$ cat config.mk
export PLATFORM = sky130hd
export DESIGN_NAME = uart_component
export DESIGN_NICKNAME = d
export VERILOG_FILES = /design/src/uart_pkg.sv /design/src/byte_link_if.sv /design/src/uart_component.sv /design/src/uart_link_ctrl.sv /design/src/uart_rx.sv /design/src/uart_tx.sv
export VERILOG_INCLUDE_DIRS = /design/src
export SDC_FILE = /design/constraint.sdc
export NUM_CORES = 1
export LEC_CHECK = 0
export BUFFER_PORTS_ARGS = -buffer_cell sky130_fd_sc_hd__buf_4
export CAP_MARGIN = 15
export CORE_MARGIN = 3
export CORE_UTILIZATION = 60
export CTS_CLUSTER_SIZE = 12
export DETAILED_ROUTE_END_ITERATION = 7
export PLACE_DENSITY = 0.76
export REMOVE_ABC_BUFFERS = 1
export SYNTH_ARGS = -nofsm -noshare
export SYNTH_HDL_FRONTEND = slang
export SYNTH_SLANG_ARGS = --single-unit
$ cat constraint.sdc
create_clock -name clock -period 2.1 [get_ports clock]
set_input_delay 0.315 -clock clock [delete_from_list [all_inputs] [get_ports clock]]
set_output_delay 0.315 -clock clock [all_outputs]
set_load 0.01 [all_outputs]
$ cat src/uart_params.svh
`ifndef UART_PARAMS_SVH
`define UART_PARAMS_SVH

// ------------------------------
// Data path widths
// ------------------------------
`define UART_DATA_WIDTH 8
`define UART_ADDR_WIDTH 3

// Serial bit period in clock cycles
`define UART_CLKS_PER_BIT 8

// ------------------------------
// Register map
// ------------------------------
`define UART_ADDR_KEY   3'd0
`define UART_ADDR_CTL1  3'd1
`define UART_ADDR_CTL2  3'd2
`define UART_ADDR_RXBUF 3'd3
`define UART_ADDR_TXBUF 3'd4

`endif
$ cat src/uart_pkg.sv
`include "uart_params.svh"

package uart_pkg;

    // ------------------------------
    // Basic data types
    // ------------------------------
    typedef logic [`UART_DATA_WIDTH-1:0] byte_t;
    typedef logic [`UART_ADDR_WIDTH-1:0] addr_t;

    // Signal code, upper nibble of a byte
    // Anything outside this list is plain data
    typedef enum logic [3:0] {
        SIG_KEY = 4'd1,
        SIG_CRC = 4'd2,
        SIG_RGC = 4'd3,
        SIG_ACK = 4'd4,
        SIG_BOS = 4'd5,
        SIG_DAT = 4'd6,
        SIG_EOS = 4'd7
    } sig_code_e;

    // Control register 1 bit positions
    typedef enum logic [2:0] {
        CLI_GRNT = 3'd0,
        IRQ_EN   = 3'd1,
        KEY_RDY  = 3'd2,
        STR_BOS  = 3'd3,
        STR_DAT  = 3'd4,
        STR_EOS  = 3'd5,
        STR_BYT  = 3'd6
    } ctl1_bit_e;

    // Control register 2 bit positions
    typedef enum logic [1:0] {
        SYS_REQ  = 2'd0,
        SYS_GRNT = 2'd1,
        DEV_TRX  = 2'd2,
        TRX_CMP  = 2'd3
    } ctl2_bit_e;

    // Controller FSM states
    typedef enum logic [3:0] {
        DEV_IDLE,
        DEV_CHECK,
        KEY_WAIT,
        KEY_ACK,
        KEY_EXIT,
        RGC_START,
        RGC_SEND,
        CLI_IDLE,
        CLI_CHECK,
        SYS_IDLE,
        TRX_START,
        TRX_SEND
    } link_state_e;

endpackage

$ cat src/byte_link_if.sv
`timescale 1ns/100ps

interface byte_link_if;
    import uart_pkg::*;

    // ------------------------------
    // Transmit side
    // ------------------------------
    // Start pulse, byte must be stable with it
    logic  tx_start;
    byte_t tx_byte;
    // Pulses in the last stop-bit cycle
    logic  tx_done;

    // ------------------------------
    // Receive side
    // ------------------------------
    // Level, held until the cycle after rx_ack
    logic  rx_valid;
    byte_t rx_byte;
    logic  rx_ack;

    // Controller view
    modport ctrl (output tx_start, tx_byte, rx_ack, input tx_done, rx_valid, rx_byte);

    // Serial transmitter view
    modport tx (input tx_start, tx_byte, output tx_done);

    // Serial receiver view
    modport rx (output rx_valid, rx_byte, input rx_ack);

endinterface

$ cat src/uart_component.sv
`timescale 1ns/100ps

module uart_component (
    input  logic            clock,
    input  logic            reset,
    // System bus, strobes active low
    input  logic            cs_i,
    input  logic            wr_i,
    input  uart_pkg::addr_t addr_i,
    input  uart_pkg::byte_t data_i,
    output uart_pkg::byte_t data_o,
    // Client serial line
    input  logic            rx_i,
    output logic            tx_o,
    output logic            irq_o
);

    // Byte handshakes between controller and engines
    byte_link_if link ();

    // ------------------------------
    // Register file and protocol
    // ------------------------------
    uart_link_ctrl u_ctrl (
        .clock  (clock),
        .reset  (reset),
        .cs_i   (cs_i),
        .wr_i   (wr_i),
        .addr_i (addr_i),
        .data_i (data_i),
        .data_o (data_o),
        .irq_o  (irq_o),
        .link   (link.ctrl)
    );

    // ------------------------------
    // Serial engines
    // ------------------------------
    uart_tx u_tx (
        .clock (clock),
        .reset (reset),
        .link  (link.tx),
        .tx_o  (tx_o)
    );

    uart_rx u_rx (
        .clock (clock),
        .reset (reset),
        .rx_i  (rx_i),
        .link  (link.rx)
    );

endmodule

$ cat src/uart_link_ctrl.sv
`timescale 1ns/100ps
`include "uart_params.svh"

module uart_link_ctrl (
    input  logic             clock,
    input  logic             reset,
    input  logic             cs_i,
    input  logic             wr_i,
    input  uart_pkg::addr_t  addr_i,
    input  uart_pkg::byte_t  data_i,
    output uart_pkg::byte_t  data_o,
    output logic             irq_o,
    byte_link_if.ctrl        link
);
    import uart_pkg::*;

    // ------------------------------
    // Register file
    // ------------------------------
    byte_t       key_q;
    byte_t       ctl1_q;
    byte_t       ctl2_q;
    byte_t       rx_buf_q;
    byte_t       tx_buf_q;

    link_state_e state_q;
    logic        rx_ack_q;
    logic        irq_q;

    // Bus decode
    logic        wr_en;
    logic        ctl1_wr;
    logic        ctl2_wr;
    logic        txb_wr;

    logic        rx_take;
    logic        neither_ctl;
    logic [3:0]  rx_code;
    logic [3:0]  tx_code;

    // Both strobes active low
    assign wr_en   = !cs_i && !wr_i;
    assign ctl1_wr = wr_en && (addr_i == `UART_ADDR_CTL1);
    assign ctl2_wr = wr_en && (addr_i == `UART_ADDR_CTL2);

    // System needs control, except for an ACK
    assign txb_wr = wr_en && (addr_i == `UART_ADDR_TXBUF) &&
                    (ctl2_q[SYS_GRNT] || (data_i[7:4] == SIG_ACK));

    assign neither_ctl = !ctl1_q[CLI_GRNT] && !ctl2_q[SYS_GRNT];
    assign rx_code     = rx_buf_q[7:4];
    assign tx_code     = tx_buf_q[7:4];

    // Key-code and buffers read back, TX buffer reads zero
    always_comb begin
        case (addr_i)
            `UART_ADDR_KEY:   data_o = key_q;
            `UART_ADDR_CTL1:  data_o = ctl1_q;
            `UART_ADDR_CTL2:  data_o = ctl2_q;
            `UART_ADDR_RXBUF: data_o = rx_buf_q;
            default:          data_o = '0;
        endcase
    end

    // States that accept a received byte
    // Ack cycle is skipped so the same byte is not taken twice
    always_comb begin
        case (state_q)
            DEV_IDLE, KEY_WAIT, CLI_IDLE, SYS_IDLE: rx_take = link.rx_valid && !rx_ack_q;
            default:                                rx_take = 1'b0;
        endcase
    end

    // ------------------------------
    // Protocol FSM
    // ------------------------------
    always_ff @(posedge clock) begin
        if (!reset) begin
            state_q  <= DEV_IDLE;
            key_q    <= '0;
            ctl1_q   <= '0;
            ctl2_q   <= '0;
            rx_buf_q <= '0;
            tx_buf_q <= '0;
            rx_ack_q <= 1'b0;
            irq_q    <= 1'b0;
        end else begin
            // Ack goes out one cycle after capture
            rx_ack_q <= rx_take;

            case (state_q)
                // Client byte first, then a System request
                DEV_IDLE: begin
                    if (rx_take) begin
                        rx_buf_q <= link.rx_byte;
                        state_q  <= DEV_CHECK;
                    end else if (neither_ctl && ctl2_q[SYS_REQ]) begin
                        ctl2_q[SYS_GRNT] <= 1'b1;
                        ctl2_q[SYS_REQ]  <= 1'b0;
                        state_q          <= SYS_IDLE;
                    end
                end

                DEV_CHECK: begin
                    if (rx_code == SIG_KEY) begin
                        state_q <= KEY_WAIT;
                    end else if (rx_code == SIG_CRC && neither_ctl) begin
                        ctl1_q[CLI_GRNT] <= 1'b1;
                        state_q          <= RGC_START;
                    end else begin
                        state_q <= DEV_IDLE;
                    end
                end

                // Next byte is the key-code itself
                KEY_WAIT: begin
                    if (rx_take) begin
                        key_q <= link.rx_byte;
                        if (ctl1_q[IRQ_EN]) begin
                            irq_q <= 1'b1;
                        end else begin
                            ctl1_q[KEY_RDY] <= 1'b1;
                        end
                        state_q <= KEY_ACK;
                    end
                end

                // irq high through these two cycles
                KEY_ACK: begin
                    state_q <= KEY_EXIT;
                end

                KEY_EXIT: begin
                    irq_q   <= 1'b0;
                    state_q <= DEV_IDLE;
                end

                // Grant reply to the Client
                RGC_START: begin
                    state_q <= RGC_SEND;
                end

                RGC_SEND: begin
                    if (link.tx_done) begin
                        state_q <= CLI_IDLE;
                    end
                end

                CLI_IDLE: begin
                    if (rx_take) begin
                        rx_buf_q <= link.rx_byte;
                        state_q  <= CLI_CHECK;
                    end else if (ctl2_q[DEV_TRX]) begin
                        state_q <= TRX_START;
                    end
                end

                // One stream flag per received byte
                CLI_CHECK: begin
                    case (rx_code)
                        SIG_BOS: ctl1_q[STR_BOS] <= 1'b1;
                        SIG_DAT: ctl1_q[STR_DAT] <= 1'b1;
                        SIG_EOS: ctl1_q[STR_EOS] <= 1'b1;
                        default: ctl1_q[STR_BYT] <= 1'b1;
                    endcase
                    state_q <= CLI_IDLE;
                end

                // Client bytes are taken and ignored here
                SYS_IDLE: begin
                    if (rx_take) begin
                        rx_buf_q <= link.rx_byte;
                    end else if (!ctl2_q[SYS_GRNT]) begin
                        state_q <= DEV_IDLE;
                    end else if (ctl2_q[DEV_TRX]) begin
                        state_q <= TRX_START;
                    end
                end

                TRX_START: begin
                    ctl2_q[DEV_TRX] <= 1'b0;
                    ctl2_q[TRX_CMP] <= 1'b0;
                    state_q         <= TRX_SEND;
                end

                TRX_SEND: begin
                    if (link.tx_done) begin
                        ctl2_q[TRX_CMP] <= 1'b1;
                        if (ctl1_q[CLI_GRNT]) begin
                            state_q <= CLI_IDLE;
                        end else if (tx_code == SIG_EOS) begin
                            // End of stream hands control back
                            ctl2_q[SYS_GRNT] <= 1'b0;
                            state_q          <= DEV_IDLE;
                        end else if (ctl2_q[SYS_GRNT]) begin
                            state_q <= SYS_IDLE;
                        end else begin
                            state_q <= DEV_IDLE;
                        end
                    end
                end

                default: begin
                    state_q <= DEV_IDLE;
                end
            endcase

            // Bus writes last, they override FSM updates
            if (txb_wr) begin
                tx_buf_q        <= data_i;
                ctl2_q[DEV_TRX] <= 1'b1;
            end
            if (ctl1_wr) begin
                ctl1_q <= data_i;
            end
            if (ctl2_wr) begin
                ctl2_q <= data_i;
            end
        end
    end

    // ------------------------------
    // Link outputs
    // ------------------------------
    assign link.tx_start = (state_q == RGC_START) || (state_q == TRX_START);
    assign link.tx_byte  = (state_q == RGC_START) ? byte_t'({SIG_RGC, 4'h0}) : tx_buf_q;
    assign link.rx_ack   = rx_ack_q;
    assign irq_o         = irq_q;

    // Only one party ever holds the link
    a_one_grant: assert property (@(posedge clock) disable iff (!reset)
        !(ctl1_q[CLI_GRNT] && ctl2_q[SYS_GRNT]));

endmodule

$ cat src/uart_rx.sv
`timescale 1ns/100ps
`include "uart_params.svh"

module uart_rx (
    input  logic    clock,
    input  logic    reset,
    input  logic    rx_i,
    byte_link_if.rx link
);
    import uart_pkg::*;

    localparam int CPB    = `UART_CLKS_PER_BIT;
    localparam int HALF   = (CPB > 1) ? CPB / 2 : 1;
    localparam int BAUD_W = (CPB > 1) ? $clog2(CPB) : 1;
    localparam int BIT_W  = $clog2(`UART_DATA_WIDTH + 2);

    // Line synchronizer plus edge history
    logic              sync1_q;
    logic              sync2_q;
    logic              line_prev_q;

    logic              busy_q;
    logic [BAUD_W-1:0] baud_q;
    logic [BIT_W-1:0]  bit_q;
    byte_t             shift_q;
    byte_t             data_q;
    logic              valid_q;

    logic              start_edge;
    logic              sample;
    logic              stop_bit;

    // ------------------------------
    // Synchronizer
    // ------------------------------
    always_ff @(posedge clock) begin
        if (!reset) begin
            sync1_q     <= 1'b1;
            sync2_q     <= 1'b1;
            line_prev_q <= 1'b1;
        end else begin
            sync1_q     <= rx_i;
            sync2_q     <= sync1_q;
            line_prev_q <= sync2_q;
        end
    end

    // Falling edge while idle
    assign start_edge = !busy_q && line_prev_q && !sync2_q;

    // Start bit sampled after half a bit, others a full bit later
    assign sample = busy_q && ((bit_q == '0) ? (baud_q == BAUD_W'(HALF - 1))
                                              : (baud_q == BAUD_W'(CPB - 1)));
    assign stop_bit = (bit_q == BIT_W'(`UART_DATA_WIDTH + 1));

    // ------------------------------
    // Frame control
    // ------------------------------
    always_ff @(posedge clock) begin
        if (!reset) begin
            busy_q  <= 1'b0;
            baud_q  <= '0;
            bit_q   <= '0;
            valid_q <= 1'b0;
            data_q  <= '0;
        end else begin
            if (start_edge) begin
                busy_q <= 1'b1;
                baud_q <= '0;
                bit_q  <= '0;
            end else if (sample) begin
                baud_q <= '0;
                bit_q  <= bit_q + 1'b1;
                // Glitch, not a real start bit
                if ((bit_q == '0) && sync2_q) begin
                    busy_q <= 1'b0;
                end else if (stop_bit) begin
                    busy_q <= 1'b0;
                end
            end else if (busy_q) begin
                baud_q <= baud_q + 1'b1;
            end

            // Good stop bit and buffer free, else frame is dropped
            if (sample && stop_bit && sync2_q && !valid_q) begin
                valid_q <= 1'b1;
                data_q  <= shift_q;
            end else if (link.rx_ack) begin
                valid_q <= 1'b0;
            end
        end
    end

    // Data bits, LSB first
    always_ff @(posedge clock) begin
        if (sample && (bit_q != '0) && !stop_bit) begin
            shift_q <= {sync2_q, shift_q[`UART_DATA_WIDTH-1:1]};
        end
    end

    assign link.rx_valid = valid_q;
    assign link.rx_byte  = data_q;

    // Ack only for a byte that is actually held
    a_ack_valid: assert property (@(posedge clock) disable iff (!reset)
        link.rx_ack |-> valid_q);

endmodule

$ cat src/uart_tx.sv
`timescale 1ns/100ps
`include "uart_params.svh"

module uart_tx (
    input  logic    clock,
    input  logic    reset,
    byte_link_if.tx link,
    output logic    tx_o
);

    localparam int CPB        = `UART_CLKS_PER_BIT;
    localparam int BAUD_W     = (CPB > 1) ? $clog2(CPB) : 1;
    localparam int FRAME_BITS = `UART_DATA_WIDTH + 2;
    localparam int BIT_W      = $clog2(FRAME_BITS);

    logic                  busy_q;
    logic [BAUD_W-1:0]     baud_q;
    logic [BIT_W-1:0]      bit_q;
    // Stop, data LSB first, start
    logic [FRAME_BITS-1:0] frame_q;
    logic                  baud_end;
    logic                  last_bit;

    assign baud_end = (baud_q == BAUD_W'(CPB - 1));
    assign last_bit = (bit_q == BIT_W'(FRAME_BITS - 1));

    // ------------------------------
    // Bit and baud counters
    // ------------------------------
    always_ff @(posedge clock) begin
        if (!reset) begin
            busy_q <= 1'b0;
            baud_q <= '0;
            bit_q  <= '0;
        end else if (!busy_q) begin
            if (link.tx_start) begin
                busy_q <= 1'b1;
                baud_q <= '0;
                bit_q  <= '0;
            end
        end else if (baud_end) begin
            baud_q <= '0;
            bit_q  <= bit_q + 1'b1;
            // Frame ends after the stop bit
            if (last_bit) begin
                busy_q <= 1'b0;
            end
        end else begin
            baud_q <= baud_q + 1'b1;
        end
    end

    // Shift register, refilled with idle ones
    always_ff @(posedge clock) begin
        if (!busy_q && link.tx_start) begin
            frame_q <= {1'b1, link.tx_byte, 1'b0};
        end else if (busy_q && baud_end) begin
            frame_q <= {1'b1, frame_q[FRAME_BITS-1:1]};
        end
    end

    // Line idles high
    assign tx_o = busy_q ? frame_q[0] : 1'b1;

    assign link.tx_done = busy_q & baud_end & last_bit;

    // Controller only starts an idle transmitter
    a_start_idle: assert property (@(posedge clock) disable iff (!reset)
        link.tx_start |-> !busy_q);

endmodule

==> summary.txt, run 1 <==
Status - complete, no violations
Routed Antenna Nets - 0
Period utilization - 93.4%
TritonCTS clock tree - done
Library cells used by synthesis - 66
Share of layout cells above drive strength 1 - 16.4%
Iteration-0 DRC count of the detailed router - 278
Sort of element at the end of the critical path - register
Leak Pwr - 0.00177 uW
Area after detailed placement - 4520 um2
Mean number of vias per cell - 5.88
Number of synthesized flops with an enable pin - 16
Initial Util - 62.5%
Clock latency on the worst-skew pair - 0.37 ns
Total non-filler cell area in the finished layout - 4730 um2
Number of setup violations in the final report - 0
HPWL after DPL - 6610 um
Final weighted congestion of routability-driven global placement - 0.931
Time the worst path needs with I/O delays and setup - 1.96 ns
Overall fraction of global-route tracks in use - 24.6%
Final slew viol count - 0
Area of the die - 8170 um2
Clock root buffer - clkbuf_8
Top Ports - 26
Synthesized instance count - 448
Pin count of the biggest net entering global routing - 46
CP max FO - 17
TritonCTS Buffers - 9
Width of the chip - 90.4 um
Max_slew headroom - 26.9%
Part of the Yosys area used for sequential elements - 46.4%
Postcts setup bufs - 0
Synth warnings - 0
Synthesized flop and latch total - 91
Total negative setup slack - 0 ns
Final-layout worst hold slack - 0.133 ns
Number of buffers on the longest clock path - 2
Die outline height - 90.4 um
Slew at the pin closest to its max-slew limit - 1.09 ns
Synthesis-to-layout area growth - 10.7%
First-pass GRT wire length - 16200 um
RSZ-0062 raised after global routing - false
Clock Skews - 0.0164 ns
WL final - 9390 um
Number of failing hold endpoints at the final stage - 0
DRC - 0
Pre-CTS setup slack - 0.174 ns
Total of buffers placed on input and output ports - 25
Floorplan row count - 30
H-tree lvl count - 3
Fraction of synthesis flops using an asynchronous set or reset pin - 0%
Number of clock sinks - 91
Data required time at the worst endpoint - 2.33 ns
Syn Std Cell Area - 4270 um2
Standard cell core area - 6830 um2
Dominant register cell in the synthesized netlist - dfxtp_1
Power per cell area - 784 nW/um2
Total congestion overflow after global routing - 0
Antenna violations before repair - 0
Number of detailed-routing iterations run before antenna repair - 5
Clock Pin Slew Worst Setup and Hold Paths - 0.11 ns
Mean cell area of the mapped netlist - 9.54 um2
Number of max-cap violations - 0
Worst min path class - in2reg
Least setup slack across all paths after layout - 0.139 ns
Vias in the first global route - 3271
Final routed wire length divided by cell count - 16.4 um
Achievable clock frequency - 510 MHz
Final non-filler cell total - 571
FILL cells - 539
N_diodes - 0
Endpoint arrival time on the critical path - 2.19 ns
Placed instance count - 555
Largest vdd supply drop - 599 uV
Worst setup path class - reg2reg
Number of vias after detailed routing - 3358
Critical Path Source Type - register
Nets@finish - 494
layout by cell type, fill, tap and decap left out, drive strengths merged, types with 2 or more instances in the layout:
cell | netlist | routed
a211oi | 5 | 5
a21oi | 34 | 34
a22o | 6 | 6
a22oi | 3 | 3
a31oi | 7 | 7
and2 | 4 | 4
and4bb | 2 | 2
buf | 12 | 36
clkbuf | 12 | 9
clkinv | 1 | 3
dfxtp | 75 | 75
edfxtp | 16 | 16
ha | 8 | 8
inv | 11 | 16
mux2i | 19 | 19
mux4 | 8 | 8
nand2 | 52 | 52
nand2b | 8 | 8
nand3 | 14 | 14
nand3b | 5 | 5
nand4 | 2 | 2
nand4b | 2 | 2
nor2 | 47 | 47
nor2b | 17 | 17
nor3 | 7 | 7
nor3b | 3 | 3
nor4 | 4 | 4
nor4b | 5 | 5
nor4bb | 2 | 2
o211ai | 4 | 4
o21a | 2 | 2
o21ai | 27 | 27
xnor2 | 5 | 5
layer usage:
metal  vias up  share of wire (%)  GRT usage, %
li1       1642                  -             -
met1      1615                 46          32.7
met2        89                 48          39.3
met3        12                4.7          6.58
met4         0                1.5          7.40
met5         -                  0             0
cell usage after synthesis, types with 8 or more instances:
master | instances | area share, %
nand2b_1 | 8 | 1.2
nor2b_1 | 17 | 2.5
clkbuf_1 | 10 | 0.88
a21oi_1 | 33 | 3.9
inv_1 | 10 | 0.88
nand2_1 | 52 | 4.6
o21ai_0 | 25 | 2.9
dfxtp_1 | 75 | 35
buf_2 | 8 | 0.94
nor2_1 | 45 | 4.0
nand3_1 | 12 | 1.4
ha_1 | 8 | 2.3
mux4_2 | 8 | 4.2
mux2i_1 | 19 | 4.5
edfxtp_1 | 16 | 11
cell families (layout without fill, tap and decap cells):
kind of cell | count (synthesis) | in the layout | share of synthesized area, %
simple gates | 178 | 178 | 21.9
compound gates | 100 | 100 | 14.8
flops | 91 | 91 | 46.4
buf+inv | 37 | 64 | 4.30
mux | 28 | 28 | 8.93
fa+ha+maj | 8 | 8 | 2.34
xor+xnor | 6 | 6 | 1.41
metrics by stage:
stage	power [uW]	utilization [%]
floorplan	2320	-
global placement	2540	66.2
detailed placement	2540	66.2
CTS	3720	69.2
global route	3860	69.3
finish	3710	69.3
path summary, 6_finish.rpt:
| check | startpoint | slack (ns) | cells after the start | endpoint |
|---|---|---|---|---|
| max reg2reg | u_ctrl.state_q[1] | 0.14 | 5 | u_ctrl.rx_buf_q[3] |
| max | u_ctrl.state_q[1] | 0.14 | 5 | u_ctrl.rx_buf_q[3] |
| min | rx_i | 0.13 | 2 | u_rx.sync1_q |
| min reg2reg | u_rx.sync1_q | 0.45 | 1 | u_rx.sync2_q |
critical path, stage by stage (launching register included):
cell and delay [ns]:
dfxtp_1 0.64, and3b_1 0.22, o21ai_0 0.19, a21oi_4 0.40, mux2i_1 0.30, nor2_1 0.07
power breakdown:
part | internal [uW] | total [uW] | switching [uW]
clock | 476 | 1190 | 713
sequential | 1830 | 1930 | 103
combinational | 278 | 593 | 315
cell type report:
class,count,area (um2),share of cell area [%]
inverter,12,45.0,0.952
tap,96,120,2.54
clock inverter,7,76.3,1.61
timing repair buffer,36,270,5.71
clock buffer,9,124,2.62
multi-input combinational,320,2110,44.7
sequential,91,1980,41.9
state kept, by name, summed over array words and instances (netlist names), 3 cells and up:
name	flops
u_ctrl.ctl1_q	8
u_ctrl.ctl2_q	8
u_ctrl.key_q	8
u_ctrl.rx_buf_q	8
u_ctrl.state_q	4
u_ctrl.tx_buf_q	8
u_rx.baud_q	3
u_rx.bit_q	4
u_rx.link.rx_byte	8
u_rx.shift_q	8
u_tx.baud_q	3
u_tx.bit_q	4
u_tx.frame_q	9
what timing repair did:
item	4_1_cts	5_1_grt
hold buffers	0	0
setup endpoints to repair	0	14
resized for setup	0	2
(Power assumes the default switching activity.)
==> run 2: changes to the inputs <==
- CORE_UTILIZATION: 60 -> 61
- PLACE_DENSITY: 0.76 -> 0.77
- SYNTH_HIERARCHICAL: not set -> 1
==> summary.txt, run 2 <==
Leading cell types by count after synthesis - dfxtp_1 (75), nand2_1 (62), nor2_1 (39), o21ai_0 (34)
Achievable clock frequency - 507 MHz (-0.66%)
H-tree lvl count - 3 (unchanged)
Nets@finish - 537 (+8.7%)
Antenna violations before repair - 0 (unchanged)
Capture point of the worst reg-to-reg path - u_ctrl/state_q[2]
Most area-hungry cell type in the Yosys netlist - dfxtp_1
Number of clock sinks - 91 (unchanged)
Number of buffers on the longest clock path - 2 (unchanged)
Vias in the first global route - 3484 (+6.5%)
Total of buffers placed on input and output ports - 25 (unchanged)
Placed instance count - 597 (+7.6%)
Termination of the worst setup path - u_ctrl/state_q[2]
Syn Std Cell Area - 4490 um2 (+5.0%)
Worst reg2reg startpoint - u_tx/baud_q[0]
Largest vdd supply drop - 491 uV (-18%)
Number of vias after detailed routing - 3685 (+9.7%)
Area of the die - 8420 um2 (+3.1%)
Dominant register cell in the synthesized netlist - dfxtp_1
Sort of element at the end of the critical path - register
TritonCTS Buffers - 9 (unchanged)
Most common library cell in the layout ignoring fill and taps - dfxtp_1
Width of the chip - 91.8 um (+1.5%)
Top Ports - 26 (unchanged)
Clock Skews - 0.0156 ns (-0.000808 ns)
Mean number of vias per cell - 6.01 (+2.2%)
FILL cells - 561 (+4.1%)
Clock latency on the worst-skew pair - 0.36 ns (about the same)
Data required time at the worst endpoint - 2.39 ns (+0.06 ns)
First-pass GRT wire length - 17300 um (+7.3%)
Floorplan row count - 30 (unchanged)
Worst setup path class - reg2reg
Max_slew headroom - 27.4% (+0.56 points)
DRC - 0 (unchanged)
Number of detailed-routing iterations run before antenna repair - 5 (unchanged)
Postcts setup bufs - 0 (unchanged)
Fraction of synthesis flops using an asynchronous set or reset pin - 0% (unchanged)
Library cells used by synthesis - 63 (-4.5%)
Initial Util - 64.6% (+2.1 points)
Clock root buffer - clkbuf_8
Standard cell core area - 6940 um2 (+1.6%)
CP max FO - 5 (-12)
Time the worst path needs with I/O delays and setup - 1.97 ns (+0.0130 ns)
Critical Path Source Type - register
Power per cell area - 825 nW/um2 (+5.2%)
Most flop-heavy register - u_tx/frame_q
Final slew viol count - 0 (unchanged)
Mean cell area of the mapped netlist - 9.16 um2 (-4.0%)
Top cell type's share of synthesized area - 33.5% (-1.7 points)
Most frequently used cell type in the post-synthesis netlist - dfxtp_1
Final weighted congestion of routability-driven global placement - 0.851 (-8.6%)
Number of setup violations in the final report - 0 (unchanged)
Minimum setup slack among reg-to-reg paths - 0.13 ns (about the same)
Share of layout cells above drive strength 1 - 16.1% (-0.37 points)
Final routed wire length divided by cell count - 16.5 um (+0.53%)
Synthesized flop and latch total - 91 (unchanged)
Total congestion overflow after global routing - 0 (unchanged)
Flip-flop count of the largest register, all copies and words added - 9 (unchanged)
Final non-filler cell total - 613 (+7.4%)
Synth warnings - 6 (+6)
Top area cells in the synthesized netlist - dfxtp_1 (33%), edfxtp_1 (11%), mux2i_1 (6.2%)
TritonCTS clock tree - done
Overall fraction of global-route tracks in use - 25.4% (+0.80 points)
Routed Antenna Nets - 0 (unchanged)
Status - complete, no violations
Slew at the pin closest to its max-slew limit - 1.08 ns (-0.00834 ns)
Pin count of the biggest net entering global routing - 32 (-30%)
Commonest non-fill, non-tap cells in the layout - dfxtp_1 (74), nand2_1 (62), buf_4 (44), nor2_1 (39), o21ai_0 (34)
Clock Pin Slew Worst Setup and Hold Paths - 0.10 ns (about the same)
Synthesis-to-layout area growth - 10.6% (about the same)
Number of failing hold endpoints at the final stage - 0 (unchanged)
Endpoint arrival time on the critical path - 2.27 ns (+0.08 ns)
RSZ-0062 raised after global routing - false
Crit path launch - u_tx/baud_q[0]
Leak Pwr - 0.00192 uW (+8.6%)
Number of max-cap violations - 0 (unchanged)
HPWL after DPL - 7380 um (+12%)
Synthesized instance count - 490 (+9.4%)
Total non-filler cell area in the finished layout - 4970 um2 (+4.9%)
Worst min path class - in2reg
Worst-case reg-to-reg path depth - 9 (+4)
Part of the Yosys area used for sequential elements - 44.2% (-2.2 points)
WL final - 10100 um (+7.9%)
Iteration-0 DRC count of the detailed router - 451 (+62%)
N_diodes - 0 (unchanged)
Period utilization - 94.0% (+0.62 points)
Number of synthesized flops with an enable pin - 16 (unchanged)
Area after detailed placement - 4770 um2 (+5.5%)
Die outline height - 91.8 um (+1.5%)
[run 2: changes by cell type in the layout (fill, tap and decap cells not counted), moves of 6 or more]
| cell | before | now |
|---|---|---|
| a22o_1 | 6 | 0 |
| buf_4 | 36 | 44 |
| mux2i_1 | 19 | 28 |
| nand2_1 | 52 | 62 |
| nand3_1 | 12 | 23 |
| nor2_1 | 45 | 39 |
| o21ai_0 | 25 | 34 |
[run 2: cell families (layout without fill, tap and decap cells)]
group | after synthesis | count (layout) | share of synthesized area [%]
compound gates | 96 | 96 | 13.2
xor+xnor | 3 | 3 | 0.586
buf+inv | 45 | 72 | 4.82
mux | 36 | 36 | 10.3
fa+ha+maj | 9 | 9 | 2.51
simple gates | 210 | 210 | 24.4
flops | 91 | 91 | 44.2
[run 2: worst min path at each step]
stage,start,endpoint,slack [ns],cells past startpoint
detailed placement,u_rx/sync1_q,u_rx/sync2_q,0.40,1
floorplan,reset,u_rx/line_prev_q,0.38,1
global placement,u_rx/sync1_q,u_rx/sync2_q,0.39,1
finish,rx_i,u_rx/sync1_q,0.14,2
global route,rx_i,u_rx/sync1_q,0.14,2
CTS,rx_i,u_rx/sync1_q,0.13,2
[run 2: power by group]
part	total [uW]	switching, uW	internal (uW)
clock network	1170	700	465
registers	1960	89.7	1870
logic	973	558	414
total	4100	1350	2750
[run 2: worst max-delay path, stage by stage (launching register included)]
cell      delay, ns
dfxtp_1        0.37
ha_1           0.20
ha_1           0.18
nand2_1        0.09
nor2_1         0.34
a211oi_1       0.11
nor4_1         0.20
buf_4          0.18
o31ai_1        0.08
a21oi_1        0.16
[run 2: per-stage QoR]
| stage | setup TNS [ns] | total power, uW | hold WS [ns] | setup slack [ns] | util, % |
|---|---|---|---|---|---|
| 2_1_floorplan | -2.02 | 2570 | 0.384 | -0.235 | - |
| 3_3_place_gp | 0 | 2930 | 0.390 | 0.258 | 68.7 |
| 3_5_place_dp | 0 | 2950 | 0.402 | 0.206 | 68.7 |
| 4_1_cts | 0 | 4080 | 0.133 | 0.177 | 71.5 |
| 5_1_grt | 0 | 4280 | 0.142 | 0.000889 | 71.5 |
| 6_report | 0 | 4100 | 0.143 | 0.126 | 71.5 |
[run 2: layout make-up]
| cell class | instances | area (um2) | share of cell area [%] |
|---|---|---|---|
| inverters | 12 | 50.0 | 1.01 |
| flip-flops and latches | 91 | 1980 | 39.9 |
| clock inverters | 7 | 68.8 | 1.39 |
| repair buffers | 44 | 330 | 6.65 |
| multi-input cells | 354 | 2290 | 46.1 |
| well taps | 96 | 120 | 2.42 |
| clock buffers | 9 | 124 | 2.49 |
[run 2: timing repair]
action	in CTS	in global routing
hold buffers	0	0
endpoints found under the setup margin	0	1
gates resized for setup	0	1
[run 2: metal layers]
| layer | wire length, um | share of wire [%] | global-route usage (%) | vias to the layer above |
|---|---|---|---|---|
| met2 | 4620 | 46 | 38.9 | 119 |
| met5 | 0 | 0 | 0 | - |
| li1 | - | - | - | 1782 |
| met3 | 523 | 5.2 | 3.61 | 21 |
| met4 | 194 | 1.9 | 9.16 | 0 |
| met1 | 4800 | 47 | 36.6 | 1763 |
